`src/include/soc_cfg.svh`:
```
`ifndef SOC_CFG_SVH
`define SOC_CFG_SVH

//////////////////////////////////////////////////////////////////////
// ADC sample path
//////////////////////////////////////////////////////////////////////

`define SOC_DATA_W          32   // Sample and frame payload width
`define SOC_FLAG_W          4    // sof, eof and two spare bits
`define SOC_FIFO_DEPTH_LOG2 9    // 512 sample buffer
`define SOC_PACKET_WORDS    128  // Words per outgoing packet

//////////////////////////////////////////////////////////////////////
// VHDCI mux link
//////////////////////////////////////////////////////////////////////

`define SOC_MUX_W           8

// Training patterns
`define SOC_SYNC_HUNT       8'h01
`define SOC_SYNC_LOCK       8'h81

`endif

```
`src/soc_pkg.sv`:
```
`include "soc_cfg.svh"

package soc_pkg;

	// One ADC sample, two 16-bit channels packed
	typedef logic [`SOC_DATA_W-1:0] sample_t;

	// Flag nibble of the 36-bit frame bus, sof in bit 0
	typedef struct packed {
		logic [`SOC_FLAG_W-3:0] rsvd; // Always zero
		logic                   eof;
		logic                   sof;
	} frame_flags_t;

	typedef struct packed {
		frame_flags_t flags;
		sample_t      data;
	} frame_word_t;

	typedef enum logic {LINK_HUNT, LINK_LOCKED} link_state_e;

	typedef logic [`SOC_MUX_W-1:0] mux_word_t;

endpackage

```
`src/frame_if.sv`:
```
`timescale 1ns/1ps

// Frame bus with ready/ready handshake
interface frame_if (
	input logic clk_i
);
	soc_pkg::frame_word_t word;
	logic src_rdy; // Word is valid
	logic dst_rdy; // Consumer can take it

	// Framer side
	modport source (input clk_i, input dst_rdy, output word, output src_rdy);

	// Consumer side
	modport sink (input clk_i, input word, input src_rdy, output dst_rdy);

endinterface

```
`src/packet_framer.sv`:
```
`timescale 1ns/1ps
`include "soc_cfg.svh"

module packet_framer (
	input  logic             GMII_GTX_CLK_int,
	input  logic             dsp_rst,
	input  soc_pkg::sample_t head_i,
	input  logic             empty_i,
	input  logic             pkt_avail_i,
	output logic             pop_o,
	frame_if.source          tx
);

	localparam int CNT_W = $clog2(`SOC_PACKET_WORDS);
	localparam logic [CNT_W-1:0] LAST_IDX = CNT_W'(`SOC_PACKET_WORDS - 1);

	logic                 busy_q;    // Packet in progress
	logic [CNT_W-1:0]     cnt_q;     // Index of the next word to load
	logic                 src_rdy_q;
	soc_pkg::frame_word_t word_q;
	logic                 accept;
	logic                 reg_free;
	logic                 load;
	logic                 last;

	assign accept   = src_rdy_q && tx.dst_rdy;
	assign reg_free = !src_rdy_q || accept; // Refill on the accepting edge
	assign last     = (cnt_q == LAST_IDX);

	// Idle waits for a whole packet, busy takes whatever the head offers
	assign load  = (busy_q || pkt_avail_i) && reg_free && !empty_i;
	assign pop_o = load;

	assign tx.word    = word_q;
	assign tx.src_rdy = src_rdy_q;

	always_ff @(posedge GMII_GTX_CLK_int) begin
		if (dsp_rst) begin
			busy_q    <= 1'b0;
			cnt_q     <= '0;
			src_rdy_q <= 1'b0;
		end else if (load) begin
			busy_q    <= !last;
			cnt_q     <= last ? '0 : cnt_q + 1'b1;
			src_rdy_q <= 1'b1;
		end else if (accept) begin
			src_rdy_q <= 1'b0; // Drained, nothing behind it yet
		end
	end

	// Payload register
	always_ff @(posedge GMII_GTX_CLK_int) begin
		if (load) begin
			word_q.data       <= head_i;
			word_q.flags.sof  <= (cnt_q == '0);
			word_q.flags.eof  <= last;
			word_q.flags.rsvd <= '0;
		end
	end

	//////////////////////////////////////////////////////////////////////
	// Checks
	//////////////////////////////////////////////////////////////////////

	// Consumer stall must not disturb the offered word
	a_stall_stable: assert property (@(posedge tx.clk_i) disable iff (dsp_rst)
		(tx.src_rdy && !tx.dst_rdy) |=> (tx.src_rdy && $stable(tx.word)))
		else $error("Frame word changed while stalled");

endmodule

```
`src/flat_wrapper.sv`:
```
// flat-port wrapper written by rule: the top's interface ports become plain ports
module packet_framer_flat 
  (GMII_GTX_CLK_int, dsp_rst, head_i, empty_i, pkt_avail_i, pop_o, clk_i, tx_dst_rdy, tx_word, tx_src_rdy);
  frame_if tx_i (.clk_i(clk_i));
  input  logic GMII_GTX_CLK_int;
  input  logic dsp_rst;
  input  soc_pkg::sample_t head_i;
  input  logic empty_i;
  input  logic pkt_avail_i;
  output logic pop_o;
  input wire logic clk_i;
  input wire logic [$bits(tx_i.dst_rdy)-1:0] tx_dst_rdy;
  output wire logic [$bits(tx_i.word)-1:0] tx_word;
  output wire logic [$bits(tx_i.src_rdy)-1:0] tx_src_rdy;
  assign tx_i.dst_rdy = tx_dst_rdy;
  assign tx_word = tx_i.word;
  assign tx_src_rdy = tx_i.src_rdy;
  packet_framer u_core (.GMII_GTX_CLK_int(GMII_GTX_CLK_int), .dsp_rst(dsp_rst), .head_i(head_i), .empty_i(empty_i), .pkt_avail_i(pkt_avail_i), .pop_o(pop_o), .tx(tx_i));
endmodule
```
`config.mk`:
```
export PLATFORM = sky130hd
export DESIGN_NAME = packet_framer_flat
export DESIGN_NICKNAME = d
export VERILOG_FILES = /design/src/soc_pkg.sv /design/src/frame_if.sv /design/src/packet_framer.sv /design/src/flat_wrapper.sv
export VERILOG_INCLUDE_DIRS = /design/src /design/src/include
export SDC_FILE = /design/constraint.sdc
export NUM_CORES = 1
export LEC_CHECK = 0
export BUFFER_PORTS_ARGS = -buffer_cell sky130_fd_sc_hd__buf_4
export CAP_MARGIN = 20
export CORE_MARGIN = 3
export CORE_UTILIZATION = 50
export CTS_BUF_LIST = sky130_fd_sc_hd__clkbuf_2 sky130_fd_sc_hd__clkbuf_4 sky130_fd_sc_hd__clkbuf_8
export DETAILED_ROUTE_END_ITERATION = 8
export PLACE_DENSITY = 0.86
export SYNTH_ARGS = -nofsm -noshare
export SYNTH_HDL_FRONTEND = slang
export SYNTH_SLANG_ARGS = --single-unit
```
`constraint.sdc`:
```
create_clock -name GMII_GTX_CLK_int -period 5.5 [get_ports GMII_GTX_CLK_int]
set_input_delay 1.1 -clock GMII_GTX_CLK_int [delete_from_list [all_inputs] [get_ports GMII_GTX_CLK_int]]
set_output_delay 1.1 -clock GMII_GTX_CLK_int [all_outputs]
set_load 0.02 [all_outputs]
```
-- Word-level counts from Yosys, hierarchy flattened
Cells that the tools add are included.
- flip-flop bits (word level): 43
- output and inout bits: 38
- logic and storage cells: 21
- add/sub/neg operators: 1
- equal/unequal tests: 1
- multiplexer cells: 3
- reduce and logical (&&, ||, !) cells: 10
- operator list (kind ; number):
    $add 7x1->7 const B ; 1
    $eq 7x7->1 const B ; 1
    $logic_not 7->1 ; 1
    $mux 7 ; 1
    $logic_and 1x1->1 ; 3
    $logic_not 1->1 ; 3
    $logic_or 1x1->1 ; 2
    $mux 1 ; 2
    $reduce_bool 2->1 ; 1

-- Logic depth before layout (Yosys ltp)
Gate-level depths: netlist of run 1.
- depth after elaboration: 5
- depth in mapped cells: 4
- gate-level depth less buffers: 4

-- Worst setup path after synthesis of run 1
OpenSTA, ideal clock, no wires.
- kind: input to output
- start: input port empty_i
- end: output port pop_o
- arrival: 3024 ps
- data required time: 4400 ps
- slack: 1376 ps
- cell stages on the path: 2
- cells stage by stage: o21bai_4 > nor2_1
- longest elaborated chain between the ends: 2
- ends and longest elaborated chain (what ; line ; text):
    start: declaration ; flat_wrapper.sv:8 ; input logic empty_i;
    $logic_not 1->1 ; packet_framer.sv:31 ; assign load = (busy_q || pkt_avail_i) && reg_free && !empty_i;
    $logic_and 1x1->1 ; packet_framer.sv:31 ;
    end: declaration ; flat_wrapper.sv:10 ; output logic pop_o;
Every way passes these cells.

-- Worst setup path after layout of run 1
Same ends and word-level chain as after synthesis.

==> metrics.md, run 1 <==
| Metric | Value |
|---|---|
| Critical Path Max Stage Delay | `0.19 ns` |
| Synth warn | `0` |
| Antenna violations before repair | `0` |
| Synth top area share | `about two thirds` |
| CP Launch Type | `input pin` |
| Starting DRT DRC Count | `18` |
| Fraction of registers with async set/reset | `0%` |
| Tot Pwr | `between 600 and 700 uW` |
| Post-CTS resize count | `0` |
| Number of global-route vias before repair | `approximately 970` |
| CTS tree | `yes` |
| First-pass GRT wire length | `around 4700 um` |
| Rows | `19` |
| Flop-to-flop setup slack | `3.99 ns` |
| Worst-path maximum fanout | `6` |
| IO Port Bufs | `72` |
| Clock group share of total power | `between 20% and 30%` |
| Cell family with the largest share of critical-path delay | `buffers and inverters` |
| Synth top area cells | `edfxtp_1 (66%), dfxtp_1 (12%), ha_1 (1.6%)` |
| Most common cell on crit path | `buf_4` |
| Synth cell types | `32` |
| Routed vias/inst | `5.287` |
| Synth Flop Type | `edfxtp_1` |
| Setup Crit Path Kind | `in -> out` |
| CTS Buf Count | `5` |
| Ports | `76` |
| Setup violators final | `0` |
| Fmax | `363.9 MHz` |
| WL/cell | `between 15 and 20 um` |
| Nets | `210` |
| Maximum vdd drop | `around 220 uV` |
| Clk sinks | `43` |
| Clock transition at path regs | `0.12 ns` |
| Crit. End Element | `output port` |
| CTS root buf | `clkbuf_4` |
| CP Cell Sequence | `buf_4, o21bai_4, nor2_4, buf_4` |
| Diode count | `0` |
| Number of synthesized flops with an enable pin | `34` |
| Sequential Power Share | `58.1%` |
| Final Max Slew Viols | `0` |
| WP data arrival | `around 1.7 ns` |
| Final GP Congestion | `about 0.74` |
| Critical path required time | `about 4.4 ns` |
| Internal power | `502.1 uW` |
| Die area | `0.003774 mm2` |
| Total track usage | `18.35%` |
| Skew-Pair Late Insertion Delay | `0.36 ns` |
| Status | `finished clean` |
| Longest Clk Path Bufs | `2` |
| Sequential share of the synthesized area | `roughly four fifths` |
| Routed WL | `between 3000 and 4000 um` |
| Largest net degree at the start of global routing | `37` |
| Final period util | `49.97%` |
| Post-CTS Setup Inserts | `0` |
| Sw Pwr | `145.1 uW` |
| Total congestion overflow | `0` |
| Fillers | `approximately 180` |
| Layout Area Growth over Synthesis | `42.67%` |
| Worst Skew | `0.01117 ns` |
| Worst Path Buf+Inv | `2` |
| Seq cells post-synth | `43` |
| Leakage | `0.8847 nW` |
| Die extent in y | `61.44 um` |
| Core area | `between 0.002 and 0.003 mm2` |
| Synth area leader | `edfxtp_1` |
| Sw frac | `22.42%` |
| Setup TNS | `0 ns` |
| Path type of the worst min-delay path | `reg -> reg` |
| Final worst path period need | `2.748 ns` |
| Hold Violations, Final | `0` |
| Post-Syn Instances | `92` |
| Unrepaired setup endpoints after global routing | `false` |
| Starting Density | `53.86%` |
| DRT Pass-1 Iters | `4` |
| Dpl hpwl | `2531 um` |
| Comb power frac | `12.6%` |
| PwrDens | `295.2 mW/mm2` |
| Layout cells sized above 1 | `49.71%` |
| Post-CTS Hold Buffers | `0` |
| H-tree levels | `2` |
| DRC Markers | `0` |
| Final ANT Viol Nets | `0` |
| Utilization after layout | `76.84%` |
| Synthesized area | `0.001536 mm2` |
| DR vias | `1,068` |
| Post-Syn Area per Cell | `16.70 um2` |
| Die width | `61.44 um` |
| Max-Cap Viols | `0` |
| Slowest cell on the critical path | `o21bai_4` |
logic make-up (layout without fill, tap and decap cells):
| family | Yosys count | in the layout | share of synthesized area (%) |
|---|---|---|---|
| other | 1 | 2 | 0.2441 |
| multiplexers | 2 | 2 | 1.466 |
| buffers and inverters | 5 | 83 | 1.710 |
| adder cells (fa/ha/maj) | 2 | 2 | 1.628 |
| AO/OA/AOI/OAI | 17 | 17 | 8.388 |
| flip-flops | 43 | 43 | 78.18 |
| AND/OR/NAND/NOR | 22 | 22 | 8.387 |
registers in the layout (all words and copies together) (netlist names):
register           count
u_core.busy_q          1
u_core.cnt_q           7
u_core.tx.word        34
u_core.tx.src_rdy      1
layout by cell type (no fill, tap or decap), drive strengths merged, types with 3 or more instances in the layout:
master | netlist | layout
buf | 2 | 73
edfxtp | 34 | 34
dfxtp | 9 | 9
clkbuf | 1 | 5
nand3 | 4 | 4
a21oi | 4 | 4
nor2 | 4 | 4
nor2b | 3 | 3
metal layers:
metal	wire [um]	up-vias	GRT usage, %
met5	0	-	0
met4	59	0	9.091
met3	452	6	8.805
met2	1572	67	29.15
met1	1229	486	20.75
li1	-	509	-
worst paths after layout:
check,from,endpoint,depth (start not counted)
worst min-delay path,u_core.cnt_q[0],u_core.cnt_q[0],1
worst min register to register,u_core.cnt_q[0],u_core.cnt_q[0],1
worst max register to register,u_core.cnt_q[0],u_core.cnt_q[6],4
worst max-delay path,empty_i,pop_o,4
cell type report:
| type | count | area [um2] | area share (%) |
|---|---|---|---|
| clock buffer | 5 | 37.54 | 1.712 |
| clock inverter | 3 | 38.79 | 1.769 |
| inverter | 2 | 7.507 | 0.3425 |
| multi-input combinational | 45 | 320.3 | 14.61 |
| sequential | 43 | 1201 | 54.79 |
| tap | 31 | 38.79 | 1.769 |
| timing repair buffer | 73 | 548.0 | 25.00 |
cell usage after synthesis (2+ instances only):
master,n
nor2_1,4
nor4_1,2
a31oi_1,2
o31ai_1,2
nor2b_1,2
nand3_1,4
nand2b_1,2
nand2_1,2
dfxtp_1,9
o21ai_0,2
inv_1,2
edfxtp_1,34
ha_1,2
a21oi_1,4
buf_4,2
power groups by stage:
stage / combinational [mW] / clock, mW / sequential, mW
finish: 0.0815 / 0.190 / 0.376
global route: 0.0879 / 0.212 / 0.377
CTS: 0.0822 / 0.195 / 0.376
detailed placement: 0.0821 / 0 / 0.383
global placement: 0.0799 / 0 / 0.382
floorplan: 0.0183 / 0 / 0.401
worst reg2reg max path, stage by stage, from the launching register on:
cell	delay, ns
dfxtp_1	0.42
ha_1	0.22
nand3_1	0.13
nor4_1	0.29
mux2_1	0.35
through the flow:
| step | cell area [um2] | setup WS [ns] | hold WS (ns) | instances |
|---|---|---|---|---|
| 2_1_floorplan | 1540 | 1.376 | 0.4853 | 93 |
| 3_3_place_gp | 2116 | 2.763 | 0.5139 | 194 |
| 3_5_place_dp | 2116 | 2.746 | 0.5332 | 194 |
| 4_1_cts | 2192 | 2.743 | 0.5516 | 202 |
| 5_1_grt | 2192 | 2.726 | 0.5780 | 202 |
| 6_report | 2192 | 2.752 | 0.5510 | 202 |
Power figures use the tool's default switching activity.
==> run 2: changes to the inputs <==
CORE_UTILIZATION = 42   (was 50)
PLACE_DENSITY = 0.77   (was 0.86)
clock period = 2.39 ns   (was 5.5 ns; I/O delays follow)
==> metrics.md, run 2 (synthesis gave the netlist of run 1 again) <==
| Metric | Value |
|---|---|
| Status | `finished clean` |
| DRC Markers | `0` |
| Die width | `between 60 and 70 um` |
| Setup Crit Path Kind | `reg -> out` |
| Path type of the worst min-delay path | `in -> reg` |
| Rows | `21` |
| Largest register FFs | `34` |
| Post-CTS Hold Buffers | `0` |
| Fmax | `between 600 and 700 MHz` |
| Finished Cell Area | `0.002255 mm2` |
| Utilization after layout | `around 66%` |
| CTS root buf | `clkbuf_8` |
| Starting Density | `44.64%` |
| Clock transition at path regs | `about 0.080 ns` |
| Sw frac | `21.98%` |
| Commonest non-fill, non-tap cell in the layout | `buf_4` |
| Crit. End Element | `output port` |
| Critical path required time | `roughly 1.9 ns` |
| Max-Cap Viols | `0` |
| IO Port Bufs | `72` |
| Layout Area Growth over Synthesis | `46.74%` |
| Worst-path maximum fanout | `6` |
| Setup violators final | `0` |
| Die extent in y | `around 66 um` |
| Comb power frac | `11.9%` |
| Cell family with the largest share of critical-path delay | `flip-flops` |
| Dpl hpwl | `approximately 2500 um` |
| Hold Violations, Final | `0` |
| Clock group share of total power | `34.2%` |
| Total congestion overflow | `0` |
| Place WS | `0.7536 ns` |
| Core area | `0.003442 mm2` |
| CTS tree | `yes` |
| Internal power | `1.252 mW` |
| Worst Path Buf+Inv | `1` |
| PwrDens | `712.0 mW/mm2` |
| Placed cell areas | `0.002142 mm2` |
| Final worst path period need | `1.615 ns` |
| Total track usage | `15.02%` |
| Final Max Slew Viols | `0` |
| Antenna violations before repair | `0` |
| Post-CTS resize count | `0` |
| Multi-input gate area | `320.3 um2` |
| Worst flop-to-flop path startpoint | `u_core.cnt_q[0]` |
| Final period util | `between 60% and 70%` |
| WP data arrival | `1.14 ns` |
| H-tree levels | `2` |
| First-pass GRT wire length | `4685 um` |
| Die area | `approximately 0.0044 mm2` |
| Fillers | `about 260` |
| Longest Clk Path Bufs | `2` |
| DR vias | `1,078` |
| Most frequent cells in the layout | `buf_4 (74), edfxtp_1 (34), dfxtp_1 (9)` |
| Post-CTS Setup Inserts | `0` |
| Skew-Pair Late Insertion Delay | `0.29 ns` |
| Sw Pwr | `352.8 uW` |
| Nets | `211` |
| Layout cells sized above 1 | `between 50 and 60%` |
| Diode count | `0` |
| Ports | `76` |
| Leakage | `0.9053 nW` |
| Final GP Congestion | `0.7886` |
| Critical Path Max Stage Delay | `0.38 ns` |
| Starting DRT DRC Count | `43` |
| CP Launch Type | `register` |
| Critical Path Source | `u_core.tx.src_rdy` |
| WL/cell | `approximately 15 um` |
| Routed vias/inst | `around 4.9` |
| Unrepaired setup endpoints after global routing | `false` |
| Setup TNS | `0 ns` |
| Storage cell area | `between 0.001 and 0.0015 mm2` |
| CP Cell Sequence | `nor2b_4, nor2_4, buf_4` |
| Routed WL | `3334 um` |
| DRT Pass-1 Iters | `4` |
| Hold path start | `head_i[24]` |
| Worst Skew | `0.003396 ns` |
| Sequential Power Share | `approximately 54%` |
| Slowest cell on the critical path | `dfxtp_1` |
| Largest net degree at the start of global routing | `19` |
| CTS Buf Count | `5` |
| Clk sinks | `43` |
| Maximum vdd drop | `~660 uV` |
| Setup WS post-layout | `0.7752 ns` |
| Number of global-route vias before repair | `972` |
| Hold slack | `between 0.3 and 0.4 ns` |
| Final ANT Viol Nets | `0` |
run 2: area by class of cell:
type | instances | share of cell area [%]
clock inverters | 3 | 1.942
clock buffers | 5 | 3.052
inverters | 2 | 0.3330
well taps | 46 | 2.553
repair buffers | 74 | 24.64
flip-flops and latches | 43 | 53.27
multi-input cells | 45 | 14.21
run 2: power by group through the flow:
stage / registers, mW / logic, mW / clock network, mW
3_3_place_gp: 0.879 / 0.187 / 0
5_1_grt: 0.868 / 0.205 / 0.596
4_1_cts: 0.865 / 0.193 / 0.563
3_5_place_dp: 0.882 / 0.193 / 0
6_report: 0.864 / 0.192 / 0.549
2_1_floorplan: 0.923 / 0.0427 / 0
run 2: metrics by stage:
stage          total power [mW]  cells
2_1_floorplan            0.9655     93
3_3_place_gp              1.067    210
3_5_place_dp              1.075    210
4_1_cts                   1.621    218
5_1_grt                   1.669    218
6_report                  1.605    218
run 2: final timing paths:
| path | to | slack [ns] | depth (start not counted) |
|---|---|---|---|
| setup / recovery | pop_o | 0.78 | 3 |
| hold / removal | u_core.tx.word[24] | 0.36 | 1 |
| setup reg to reg | u_core.cnt_q[6] | 0.84 | 4 |
| hold reg to reg | u_core.cnt_q[0] | 0.54 | 1 |
run 2: worst register-to-register path: cells and delay by family, from the launching register on:
kind	cells	cell delay [ns]
flops	1	0.40
simple gates	2	0.47
fa+ha+maj	1	0.21
mux	1	0.36
run 2: routing by layer:
layer	GRT usage [%]	wire length, um	vias to the layer above
li1	-	-	511
met1	17.62	1195	482
met2	24.29	1617	77
met3	6.745	465	8
met4	5.330	55	0
met5	0	0	-
==> run 3: changes to the inputs <==
ABC_AREA = 1   (was default)
clock period = 1.4 ns   (was 2.39 ns; I/O delays follow)
==> metrics.md, run 3 <==
| Metric | Value |
|---|---|
| Skew-Pair Late Insertion Delay | `0.29 ns` |
| Status | `finished clean` |
| CTS tree | `yes` |
| Critical Path Max Stage Delay | `around 0.34 ns` |
| DR vias | `1,102` |
| Tot Pwr | `2.819 mW` |
| Largest net degree at the start of global routing | `32` |
| Setup TNS | `0 ns` |
| Longest Clk Path Bufs | `2` |
| CP Cell Sequence | `inv_2, nor2_4, nor2_8, buf_4` |
| Setup Crit Path Kind | `reg -> out` |
| Post-synth top cells | `edfxtp_1 (34), nand2_1 (12), dfxtp_1 (9), inv_1 (9), nand3_1 (8)` |
| Final worst path period need | `1.340 ns` |
| Max-Cap Viols | `0` |
| Hold slack | `0.1614 ns` |
| PwrDens | `1218 mW/mm2` |
| Final non-filler cell total | `approximately 240` |
| Die extent in y | `~67 um` |
| Worst Skew | `0.003579 ns` |
| Layout Area Growth over Synthesis | `47.21%` |
| H-tree levels | `2` |
| Antenna violations before repair | `0` |
| Fraction of registers with async set/reset | `0%` |
| Setup WS post-layout | `0.06050 ns` |
| Final Max Slew Viols | `0` |
| Flop-to-flop setup slack | `between 0.15 and 0.2 ns` |
| Synth cell types | `20` |
| Rows | `21` |
| Die area | `0.004512 mm2` |
| Starting Density | `a little under half` |
| IO Port Bufs | `72` |
| Sequential share of the synthesized area | `76.43%` |
| Synth warn | `0` |
| Most frequent cells in the layout | `buf_4 (74), edfxtp_1 (34), nand2_1 (12)` |
| Seq cells post-synth | `43` |
| Nets | `228` |
| Synth top area share | `between 60% and 70%` |
| Crit. End Element | `output port` |
| Final GP Congestion | `~0.73` |
| Clock transition at path regs | `roughly 0.080 ns` |
| Slowest cell on the critical path | `dfxtp_2` |
| Core area | `0.003468 mm2` |
| CP Launch Type | `register` |
| Total congestion overflow | `0` |
| Synthesized area | `approximately 0.0016 mm2` |
| Reg2Reg Depth | `8` |
| Maximum vdd drop | `678.7 uV` |
| Post-Place Cells | `roughly 230` |
| Routed vias/inst | `4.689` |
| Hold Violations, Final | `0` |
| Place WS | `between 0.1 and 0.15 ns` |
| Hold path start | `head_i[16]` |
| Number of synthesized flops with an enable pin | `34` |
| Worst Hold Path EP | `u_core.tx.word[16]` |
| Worst flop-to-flop path startpoint | `u_core.cnt_q[0]` |
| Synth area leader | `edfxtp_1` |
| Most common cell in the netlist | `edfxtp_1` |
| Synth Flop Type | `edfxtp_1` |
| Synth top area cells | `edfxtp_1 (65%), dfxtp_1 (11%), nand2_1 (2.9%)` |
| Fmax | `approximately 750 MHz` |
| First-pass GRT wire length | `4698 um` |
| Post-Syn Area per Cell | `around 15 um2` |
| Diode count | `0` |
| CTS Buf Count | `5` |
| DRC Markers | `0` |
| WP data arrival | `1.06 ns` |
| Leakage | `0.9724 nW` |
| Ports | `76` |
| Post-Syn Instances | `107` |
| Total track usage | `14.60%` |
| Critical path required time | `1.12 ns` |
| Hold Crit Depth | `1` |
| Worst-path maximum fanout | `3` |
| Routed WL | `3402 um` |
| Dpl hpwl | `2697 um` |
| Commonest non-fill, non-tap cell in the layout | `buf_4` |
| Layout cells sized above 1 | `52.91%` |
| CTS root buf | `clkbuf_8` |
| Clk sinks | `43` |
| Final period util | `95.68%` |
| DRT Pass-1 Iters | `4` |
| Largest register FFs | `34` |
| Critical Path Source | `u_core.tx.src_rdy` |
| Worst r2r dst | `u_core.cnt_q[5]` |
| Die width | `67.17 um` |
| Number of global-route vias before repair | `roughly 1,000` |
| Starting DRT DRC Count | `57` |
| Final ANT Viol Nets | `0` |
| Setup violators final | `0` |
| Path type of the worst min-delay path | `in -> reg` |
| WL/cell | `14.48 um` |
[run 3: cell types whose count changed after synthesis, sizes merged, moves of 3 or more]
cell   delta
nor2      +8
inv       +9
nand3     +4
nand2    +15
nor2b     -3
[run 3: power breakdown]
group | total, mW | switching [mW] | internal, mW
sequential | 1.48 | 0.0257 | 1.46
combinational | 0.362 | 0.191 | 0.171
clock | 0.971 | 0.395 | 0.577
[run 3: timing repair]
item,CTS,global route
setup endpoints to repair,0,1
hold buffers,0,0
setup buffers,0,1
gates resized for setup,0,3
[run 3: final cells by class]
type                    count  area [um2]
inverters                  11       41.29
flip-flops and latches     43        1204
clock inverters             2       35.03
repair buffers             75       575.6
well taps                  46       57.56
fillers                   271        1155
clock buffers               6       82.58
multi-input cells          52       317.8
[run 3: stage by stage]
| stage | util, % | instance area (um2) |
|---|---|---|
| floorplan | - | 1575 |
| global placement | 63.02 | 2186 |
| detailed placement | 63.02 | 2186 |
| CTS | 66.41 | 2303 |
| global route | 66.70 | 2313 |
| finish | 66.70 | 2313 |
[run 3: worst max-delay path by stage]
stage / slack, ns / endpoint / depth (start not counted)
final: 0.06 / pop_o / 4
after global routing: -0.00006 / pop_o / 4
after CTS: 0.01 / pop_o / 3
after detailed placement: 0.13 / u_core.cnt_q[5] / 7
after global placement: 0.16 / u_core.cnt_q[5] / 7
after floorplan: 0.04 / u_core.cnt_q[1] / 6
[run 3: cell families after synthesis]
group                      count (synthesis)  synth area share, %
AOI/OAI and AO/OA                          8                3.423
adders and majority gates                  2                1.592
buffers and inverters                     13                3.583
DFF                                       43                76.43
other                                      1               0.2386
and+or+nand+nor                           40                14.73
[run 3: layer usage]
layer | track usage (%) | vias up | wire (um)
met5 | 0 | - | 0
met3 | 6.656 | 5 | 402
li1 | - | 522 | -
met2 | 23.80 | 70 | 1625
met4 | 5.823 | 0 | 48
met1 | 16.68 | 505 | 1325
[run 3: critical path: cells and delay by family, from the launching register on]
| kind | cells | cell delay (ns) |
|---|---|---|
| buf+inv | 2 | 0.19 |
| flops | 1 | 0.34 |
| simple gates | 2 | 0.24 |
